### config.mk
export PLATFORM = sky130hd
export DESIGN_NAME = data_cache
export DESIGN_NICKNAME = d
export VERILOG_FILES = /design/src/cache_pkg.sv /design/src/cache_tag_array.sv /design/src/cache_data_array.sv /design/src/cache_controller.sv /design/src/data_cache.sv
export SDC_FILE = /design/constraint.sdc
export NUM_CORES = 1
export LEC_CHECK = 0
export ABC_AREA = 0
export CELL_PAD_IN_SITES_DETAIL_PLACEMENT = 0
export CELL_PAD_IN_SITES_GLOBAL_PLACEMENT = 1
export CORE_MARGIN = 1
export CORE_UTILIZATION = 40
export DETAILED_ROUTE_END_ITERATION = 8
export DONT_BUFFER_PORTS = 1
export HOLD_SLACK_MARGIN = 0.08
export PLACE_DENSITY_LB_ADDON = 0.1
export SLEW_MARGIN = 15
export SYNTH_ARGS = -nofsm -noshare
export SYNTH_HDL_FRONTEND = slang
export SYNTH_HIERARCHICAL = 1
export SYNTH_SLANG_ARGS = --single-unit
### constraint.sdc
create_clock -name clk -period 29.4 [get_ports clk]
set_input_delay 5.88 -clock clk [delete_from_list [all_inputs] [get_ports clk]]
set_output_delay 5.88 -clock clk [all_outputs]
set_load 0.01 [all_outputs]
### src/cache_pkg.sv
`default_nettype none

package cache_pkg;

    // cache geometry fixed by the 16-bit address split
    localparam int WORD_WIDTH     = 16;
    localparam int WORDS_PER_LINE = 4;
    localparam int LINE_WIDTH     = WORD_WIDTH * WORDS_PER_LINE;
    localparam int OFFSET_BITS    = $clog2(WORDS_PER_LINE);
    localparam int INDEX_BITS     = 1;
    localparam int NUM_SETS       = 2 ** INDEX_BITS;
    localparam int TAG_BITS       = WORD_WIDTH - INDEX_BITS - OFFSET_BITS;
    localparam int NUM_WAYS       = 2;

    typedef logic [WORD_WIDTH-1:0] word_t;

    // word 0 sits in the low bits
    typedef logic [LINE_WIDTH-1:0] line_t;

    typedef struct packed {
        logic [TAG_BITS-1:0]    tag;
        logic [INDEX_BITS-1:0]  index;
        logic [OFFSET_BITS-1:0] offset;
    } cpu_addr_t;

    typedef struct packed {
        logic                valid;
        logic                dirty;
        logic                recent;
        logic [TAG_BITS-1:0] tag;
    } tag_entry_t;

    typedef tag_entry_t [NUM_WAYS-1:0] way_tags_t;
    typedef line_t [NUM_WAYS-1:0] way_lines_t;

    typedef struct packed {
        logic      valid;
        logic      read;
        logic      write;
        cpu_addr_t address;
        word_t     write_data;
    } cpu_req_t;

    typedef struct packed {
        logic  input_ready;
        logic  ack_output;
        word_t read_data;
    } cpu_rsp_t;

    // line-wide memory port with a line aligned address
    typedef struct packed {
        logic      read;
        logic      write;
        cpu_addr_t address;
        line_t     write_data;
    } mem_req_t;

    typedef struct packed {
        logic  input_ready;
        logic  ack_output;
        line_t read_data;
    } mem_rsp_t;

    typedef enum logic [1:0] {
        st_check,
        st_allocate,
        st_write_back
    } cache_state_t;

    function automatic word_t select_word(line_t cache_line, logic [OFFSET_BITS-1:0] offset);
        return cache_line[offset*WORD_WIDTH +: WORD_WIDTH];
    endfunction

    function automatic line_t merge_word(line_t cache_line, logic [OFFSET_BITS-1:0] offset,
                                         word_t data);
        line_t merged;
        merged = cache_line;
        merged[offset*WORD_WIDTH +: WORD_WIDTH] = data;
        return merged;
    endfunction

endpackage

`default_nettype wire

### src/cache_tag_array.sv
`default_nettype none

module cache_tag_array (
    input  logic                             clk,
    input  logic                             reset_n,
    input  logic [cache_pkg::INDEX_BITS-1:0] index,
    input  logic                             tag_we,
    input  cache_pkg::way_tags_t             tag_write,
    output cache_pkg::way_tags_t             tag_read
);

    import cache_pkg::*;

    // one entry per way in every set
    way_tags_t entries [NUM_SETS];

    // combinational read of the presented set
    assign tag_read = entries[index];

    // both ways of a set are written together
    always_ff @(posedge clk) begin
        if (!reset_n) begin
            for (int s = 0; s < NUM_SETS; s++) begin
                entries[s] <= '0;
            end
        end else if (tag_we) begin
            entries[index] <= tag_write;
        end
    end

endmodule

`default_nettype wire

### src/cache_data_array.sv
`default_nettype none

module cache_data_array (
    input  logic                             clk,
    input  logic [cache_pkg::INDEX_BITS-1:0] index,
    input  logic                             line_we,
    input  cache_pkg::way_lines_t            line_write,
    output cache_pkg::way_lines_t            line_read
);

    import cache_pkg::*;

    way_lines_t lines [NUM_SETS];

    assign line_read = lines[index];

    // both ways of the indexed set are written together
    always_ff @(posedge clk) begin
        if (line_we) begin
            lines[index] <= line_write;
        end
    end

endmodule

`default_nettype wire

### src/cache_controller.sv
`default_nettype none

module cache_controller (
    input  logic                             clk,
    input  logic                             reset_n,
    input  cache_pkg::cpu_req_t              cpu_req,
    output cache_pkg::cpu_rsp_t              cpu_rsp,
    output cache_pkg::mem_req_t              mem_req,
    input  cache_pkg::mem_rsp_t              mem_rsp,
    output logic [cache_pkg::INDEX_BITS-1:0] index,
    output logic                             tag_we,
    output cache_pkg::way_tags_t             tag_write,
    input  cache_pkg::way_tags_t             tag_read,
    output logic                             line_we,
    output cache_pkg::way_lines_t            line_write,
    input  cache_pkg::way_lines_t            line_read
);

    import cache_pkg::*;

    cache_state_t        state;
    cache_state_t        next_state;
    cpu_addr_t           addr;
    logic [NUM_WAYS-1:0] hit_way;
    logic                hit;
    logic                hit_sel;
    logic                new_victim;
    logic                victim_dirty;
    logic                victim_way;
    logic                access;

    assign addr   = cpu_req.address;
    assign index  = addr.index;
    assign access = cpu_req.valid && (cpu_req.read || cpu_req.write);

    always_comb begin
        for (int w = 0; w < NUM_WAYS; w++) begin
            hit_way[w] = tag_read[w].valid && (tag_read[w].tag == addr.tag);
        end
    end

    assign hit     = |hit_way;
    assign hit_sel = hit_way[1];

    // way 0 is evicted unless it was used last
    assign new_victim   = tag_read[0].recent;
    assign victim_dirty = tag_read[new_victim].valid && tag_read[new_victim].dirty;

    always_comb begin
        next_state = state;
        tag_we     = 1'b0;
        line_we    = 1'b0;
        // unchanged entries are written back as they were read
        tag_write  = tag_read;
        line_write = line_read;
        mem_req    = '0;
        cpu_rsp    = '0;
        cpu_rsp.read_data = select_word(line_read[hit_sel], addr.offset);

        case (state)
            st_check: begin
                if (access) begin
                    if (hit) begin
                        tag_we = 1'b1;
                        for (int w = 0; w < NUM_WAYS; w++) begin
                            tag_write[w].recent = (1'(w) == hit_sel);
                        end
                        if (cpu_req.write) begin
                            line_we = 1'b1;
                            line_write[hit_sel] = merge_word(line_read[hit_sel], addr.offset,
                                                             cpu_req.write_data);
                            tag_write[hit_sel].dirty = 1'b1;
                            cpu_rsp.ack_output = 1'b1;
                        end else begin
                            cpu_rsp.input_ready = 1'b1;
                        end
                    end else if (victim_dirty) begin
                        next_state = st_write_back;
                    end else begin
                        next_state = st_allocate;
                    end
                end
            end

            st_write_back: begin
                // victim goes back to its own line address with offset zero
                mem_req.write         = 1'b1;
                mem_req.address.tag   = tag_read[victim_way].tag;
                mem_req.address.index = addr.index;
                mem_req.write_data    = line_read[victim_way];
                if (mem_rsp.ack_output) begin
                    next_state = st_allocate;
                end
            end

            st_allocate: begin
                mem_req.read          = 1'b1;
                mem_req.address.tag   = addr.tag;
                mem_req.address.index = addr.index;
                if (mem_rsp.input_ready) begin
                    tag_we  = 1'b1;
                    line_we = 1'b1;
                    for (int w = 0; w < NUM_WAYS; w++) begin
                        tag_write[w].recent = (1'(w) == victim_way);
                    end
                    tag_write[victim_way].valid = 1'b1;
                    tag_write[victim_way].dirty = cpu_req.write;
                    tag_write[victim_way].tag   = addr.tag;

                    // a write miss lands its word in the refilled line
                    if (cpu_req.write) begin
                        line_write[victim_way] = merge_word(mem_rsp.read_data, addr.offset,
                                                            cpu_req.write_data);
                    end else begin
                        line_write[victim_way] = mem_rsp.read_data;
                    end

                    cpu_rsp.input_ready = !cpu_req.write;
                    cpu_rsp.ack_output  = cpu_req.write;
                    cpu_rsp.read_data   = select_word(mem_rsp.read_data, addr.offset);
                    next_state = st_check;
                end
            end

            default: begin
                next_state = st_check;
            end
        endcase
    end

    always_ff @(posedge clk) begin
        if (!reset_n) begin
            state      <= st_check;
            victim_way <= 1'b0;
        end else begin
            state <= next_state;
            // victim is fixed when the miss leaves st_check
            if (state == st_check) begin
                victim_way <= new_victim;
            end
        end
    end

endmodule

`default_nettype wire

### src/data_cache.sv
`default_nettype none

module data_cache (
    input  logic                clk,
    input  logic                reset_n,
    input  cache_pkg::cpu_req_t cpu_req,
    output cache_pkg::cpu_rsp_t cpu_rsp,
    output cache_pkg::mem_req_t mem_req,
    input  cache_pkg::mem_rsp_t mem_rsp
);

    import cache_pkg::*;

    logic [INDEX_BITS-1:0] index;
    logic                  tag_we;
    way_tags_t             tag_write;
    way_tags_t             tag_read;
    logic                  line_we;
    way_lines_t            line_write;
    way_lines_t            line_read;

    cache_controller controller (
        .clk        (clk),
        .reset_n    (reset_n),
        .cpu_req    (cpu_req),
        .cpu_rsp    (cpu_rsp),
        .mem_req    (mem_req),
        .mem_rsp    (mem_rsp),
        .index      (index),
        .tag_we     (tag_we),
        .tag_write  (tag_write),
        .tag_read   (tag_read),
        .line_we    (line_we),
        .line_write (line_write),
        .line_read  (line_read)
    );

    cache_tag_array tag_array (
        .clk       (clk),
        .reset_n   (reset_n),
        .index     (index),
        .tag_we    (tag_we),
        .tag_write (tag_write),
        .tag_read  (tag_read)
    );

    cache_data_array data_array (
        .clk        (clk),
        .index      (index),
        .line_we    (line_we),
        .line_write (line_write),
        .line_read  (line_read)
    );

endmodule

`default_nettype wire

Word-level counts from Yosys, hierarchy flattened --
Memory sizes are Yosys's and may differ from the RTL's. Cells that the tools add are included.
Word-level totals: output and inout bits 100, word-level logic and storage cells 109, memories 2, bits in registers 3, bits in writable memories 320, input port bits 103
Cells by class: equality and inequality tests 8, muxes and demuxes 73, $lt $le $gt $ge 5, $add $sub $neg 1, reductions and logical operators 12, shifts and indexed selects 4, bitwise gates (word level) 2
Memory list:
- data_array.lines | words 2, bits a word 128, read ports 1, clocked after Yosys merged registers in 0, wr ports 1, RTL line cache_data_array.sv:13 | way_lines_t lines [NUM_SETS];
- tag_array.entries | words 2, bits a word 32, read ports 1, clocked after Yosys merged registers in 0, wr ports 2, RTL line cache_tag_array.sv:15 | way_tags_t entries [NUM_SETS];
Operator list (number):
- 2-to-1 mux 128 bit | 5
- 2-to-1 mux 64 bit | 7
- bitwise mux 128 bit | 3
- one-hot mux 128 bit (2 select lines) | 1
- 2-to-1 mux 32 bit | 5
- bitwise mux 32 bit | 4
- bitwise mux 64 bit | 2
- demux 64 bit (select 1 bit) | 2
- variable part select 64 x 7 -> 16 bit | 2
- demux 16 bit (select 1 bit) | 4
- 2-to-1 mux 16 bit | 4
- one-hot mux 32 bit (2 select lines) | 1
- variable shift 16 x 34 -> 64 bit, first input constant | 1
- variable part select 16 x 34 -> 64 bit | 1
- 2-to-1 mux 13 bit | 3
- negator 6 -> 34 bit | 1
- OR reduction 32 bit | 1
- 2-to-1 mux 15 bit | 2
- one-hot mux 14 bit (2 select lines) | 1
- == test 13 bit | 2
- 2-to-1 mux 18 bit | 1
- 2-to-1 mux 1 bit | 17
- 2-to-1 mux 2 bit | 7
- logical AND 1 bit | 6
- other kinds (15) | 22

Longest topological paths before layout --
An unclocked memory read counts as a cell.
depth after elaboration 13, depth in mapped cells 14, depth with buffers taken out 9

By module --
Netlist, hierarchy kept.
Modules (own cells, without submodules):
- cache_controller | area an instance 10361.2 sq um, times used 1, cells each 1454, sequential area each 60.1 sq um
- cache_data_array | area an instance 9276.4 sq um, times used 1, cells each 400, sequential area each 7687.4 sq um
- cache_tag_array | area an instance 2791.4 sq um, times used 1, cells each 211, sequential area each 1921.8 sq um

Worst setup path after synthesis --
OpenSTA, ideal clock, no wires.
kind input-to-output, from input port cpu_req[18] in the netlist's numbering, to output port cpu_rsp[10] in the netlist's numbering, stages 11, slack 14.976 ns, data arrival time 8.544 ns, cell sequence buf_4 -> buf_6 -> buf_4 -> mux2_2 -> xnor2_1 -> nand4_1 -> nor4_4 -> buf_4 -> mux2_2 -> o21ai_0 -> o22a_1
RTL lines:
- start, declared | RTL line data_cache.sv:6 | input cache_pkg::cpu_req_t cpu_req,
- end, declared | RTL line data_cache.sv:7 | output cache_pkg::cpu_rsp_t cpu_rsp,

==> results.sh <==
export IMPL_outcome="finished clean"
export IMPL_area_inside_the_core_boundary_um2=55100
export IMPL_max_vdd_ir_drop_v=0.0000612
export IMPL_post_cts_resize_count=0
export IMPL_synth_cell_area_um2=22300
export IMPL_first_pass_grt_wire_length_mm=122
export IMPL_port_buffer_count=0
export IMPL_pre_repair_dr_iteration_count=5
export IMPL_finalWirelength_mm=85.4
export IMPL_antenna_found_initial=13
export IMPL_reg2reg_slack_ns=23.96
export IMPL_clock_skew_ns=0.0271
export IMPL_setup_viol=0
export IMPL_end_kind="output pin"
export IMPL_setup_repair_after_global_routing_missed_its_margin="no"
export IMPL_reg2reg_depth=11
export IMPL_hold_path_class="flop to flop"
export IMPL_vias_per_cell=6.34
export IMPL_grt_util_all_layers_pct=29.4
export IMPL_cp_arrival_ns=8.89
export IMPL_cp_common_cell="sky130_fd_sc_hd__mux2_2"
export IMPL_rows=86
export IMPL_clkPwrFrac_pct=32.3
export IMPL_worst_hold_path_endpoint="controller/state[1]$_SDFFE_PN0P_"
export IMPL_cts_hold_buf=0
export IMPL_highest_cell_delay_on_the_worst_timing_path_ns=0.76
export IMPL_grt_util_met3_pct=7.54
export IMPL_power_static_leakage_nw=8.05
export IMPL_gr_usage_met1_pct=37.4
export IMPL_postSynthAreaPerCell_um2=10.9
export IMPL_final_layout_size_suffix_gt1_share_pct=18.0
export IMPL_pwr_share_seq_pct=39.5
export IMPL_tightest_slew_ns=1.18
export IMPL_route_vias_total=17400
export IMPL_combPwrFrac_pct=28.1
export IMPL_path_delay_family="multiplexers"
export IMPL_syn_to_final_growth_pct=7.24
export IMPL_cts_buffers_inserted=41
export IMPL_aggregate_negative_setup_slack_ns=0
export IMPL_cts_setup_buffers=0
export IMPL_grt_pass1_vias=17200
export IMPL_power_density_nw_per_um2=60.6
export IMPL_die_w_um=238
export IMPL_max_clock_freq_mhz=67.7
export IMPL_synthesis_instances=2055
export IMPL_clockRootBuffer="sky130_fd_sc_hd__clkbuf_16"
export IMPL_die_h_um=238
export IMPL_gpl_final_weighted_congestion=0.869
export IMPL_drt_iter0_markers=1646
export IMPL_multi_input_comb_area_um2=11500
export IMPL_tritoncts_num_sinks=321
export IMPL_final_fill_count=5448
export IMPL_clkTransAtPathRegs_ns=0.05
export IMPL_finalHoldViolCount=0
export IMPL_hpwl_mm=53.5
export IMPL_register_area_um2=9610
export IMPL_global_route_usage_met2_pct=47.2
export IMPL_power_report_internal_total_mw=0.980
export IMPL_start_kind="primary input"
export IMPL_routedWlPerCell_um=31.0
export IMPL_worst_slew_slack_as_a_fraction_of_its_limit_pct=21.5
export IMPL_switchingPower_mw=0.470
export IMPL_postLayoutCoreUtil_pct=43.5
export IMPL_die_area_um2=56800
export IMPL_start_util_pct=40.5
export IMPL_critPathRequiredTime_ns=23.52
export IMPL_cts_max_level=2
export IMPL_final_ws_setup_ns=14.63
export IMPL_antenna_left=0
export IMPL_setup_worst_path_class="primary input to output pin"
export IMPL_worst_hold_path_stage_count=2
export IMPL_total_drc_errors_in_the_routed_layout=0
export IMPL_finalWorstPathRequiredPeriod_ns=14.77
export IMPL_pre_cts_slack_ns=14.79
export IMPL_rr_endpoint="data_array/lines[0][67]$_DFFE_PP_"
export IMPL_warnings_from_yosys=6
export IMPL_maxSlewViolCount=0
export IMPL_clock_insertion_delay_worst_skew_ns=0.58
export IMPL_final_net_count=2068
export IMPL_grt_ovfl_total=0
export IMPL_clock_path_buffers=3
export IMPL_tritoncts="done"
export IMPL_drv_cap=0
export IMPL_ioPinCount=203
export IMPL_grt_max_degree=165
export IMPL_critical_path_n_buffers_inverters=1
export IMPL_top_usage_layer="met2"
export IMPL_critPathMaxFanout=164
export IMPL_cp_slowest_cell="sky130_fd_sc_hd__buf_4"
export IMPL_critical_path_reg2reg_startpoint="tag_array/entries[0][26]$_SDFFCE_PN0P_"
export IMPL_worstPathCellList="mux2_2 -> xnor2_1 -> nand4_1 -> nor4_4 -> buf_4 -> mux2_2 -> o21ai_0 -> o22a_1"
export IMPL_hold_path_startpoint="controller/state[1]$_SDFFE_PN0P_"
export IMPL_sw_frac_of_total_pct=32.4
export IMPL_final_clock_period_utilization_by_the_worst_path_pct=50.2
-- flip-flops by register name, summed over array words and instances (netlist names) --
name / flops
data_array/lines: 256
tag_array/entries: 62
controller/state: 2
controller/victim_way: 1
-- area by class of cell --
cell class | instances | share of cell area [%]
well taps | 748 | 3.91
inverters | 93 | 1.47
multi-input cells | 1465 | 48.1
flip-flops and latches | 321 | 40.2
clock buffers | 50 | 4.43
repair buffers | 36 | 1.13
diodes | 19 | 0.199
clock inverters | 21 | 0.622
-- worst max-delay path by stage --
stage / start / slack (ns) / cells after the start / to
after global placement: cpu_req[18] / 14.88 / 8 / cpu_rsp[0]
after detailed placement: cpu_req[18] / 14.79 / 8 / cpu_rsp[0]
final: cpu_req[18] / 14.63 / 8 / cpu_rsp[0]
after floorplan: cpu_req[18] / 14.98 / 11 / cpu_rsp[10]
after CTS: cpu_req[18] / 14.75 / 8 / cpu_rsp[0]
after global routing: cpu_req[18] / 14.57 / 8 / cpu_rsp[0]
-- tightest hold or removal path: stages (launching register included) --
cell	delay [ns]
sky130_fd_sc_hd__dfxtp_1	0.34
sky130_fd_sc_hd__nand2_1	0.07
sky130_fd_sc_hd__a31oi_1	0.06
-- per-layer routing --
| metal | part of all wire, % | up-vias |
|---|---|---|
| li1 | - | 7690 |
| met1 | 41 | 8848 |
| met2 | 47 | 730 |
| met3 | 8.2 | 166 |
| met4 | 4.1 | 10 |
| met5 | 0.084 | - |
-- power groups by stage --
stage	Combinational, mW	Clock [mW]	Sequential (mW)
CTS	0.404	0.480	0.573
finish	0.408	0.469	0.573
detailed placement	0.402	0	0.583
floorplan	0.301	0	0.581
global route	0.437	0.495	0.576
global placement	0.394	0	0.582
-- cell usage in the layout, fill, tap and decap left out, types with 36 or more instances in the layout --
cell type	n
sky130_fd_sc_hd__a22oi_1	58
sky130_fd_sc_hd__nand2_1	155
sky130_fd_sc_hd__buf_4	36
sky130_fd_sc_hd__and2_1	38
sky130_fd_sc_hd__a2bb2oi_1	40
sky130_fd_sc_hd__clkbuf_16	41
sky130_fd_sc_hd__nor2_1	171
sky130_fd_sc_hd__mux2i_1	221
sky130_fd_sc_hd__mux2_2	217
sky130_fd_sc_hd__inv_1	89
sky130_fd_sc_hd__edfxtp_1	318
sky130_fd_sc_hd__a21o_1	41
sky130_fd_sc_hd__a221oi_1	88
sky130_fd_sc_hd__o21ai_0	139
sky130_fd_sc_hd__a221o_1	40
-- metrics by stage --
step	total power, mW	hold WS [ns]	area (µm²)	cells
3_5_place_dp	0.985	0.508	22700	2663
2_1_floorplan	0.882	0.469	22300	2056
5_1_grt	1.51	0.565	23900	2742
4_1_cts	1.46	0.522	23900	2734
3_3_place_gp	0.976	0.497	22700	2663
6_report	1.45	0.519	23900	2753
Note: power is estimated with default switching activity, not from simulation.
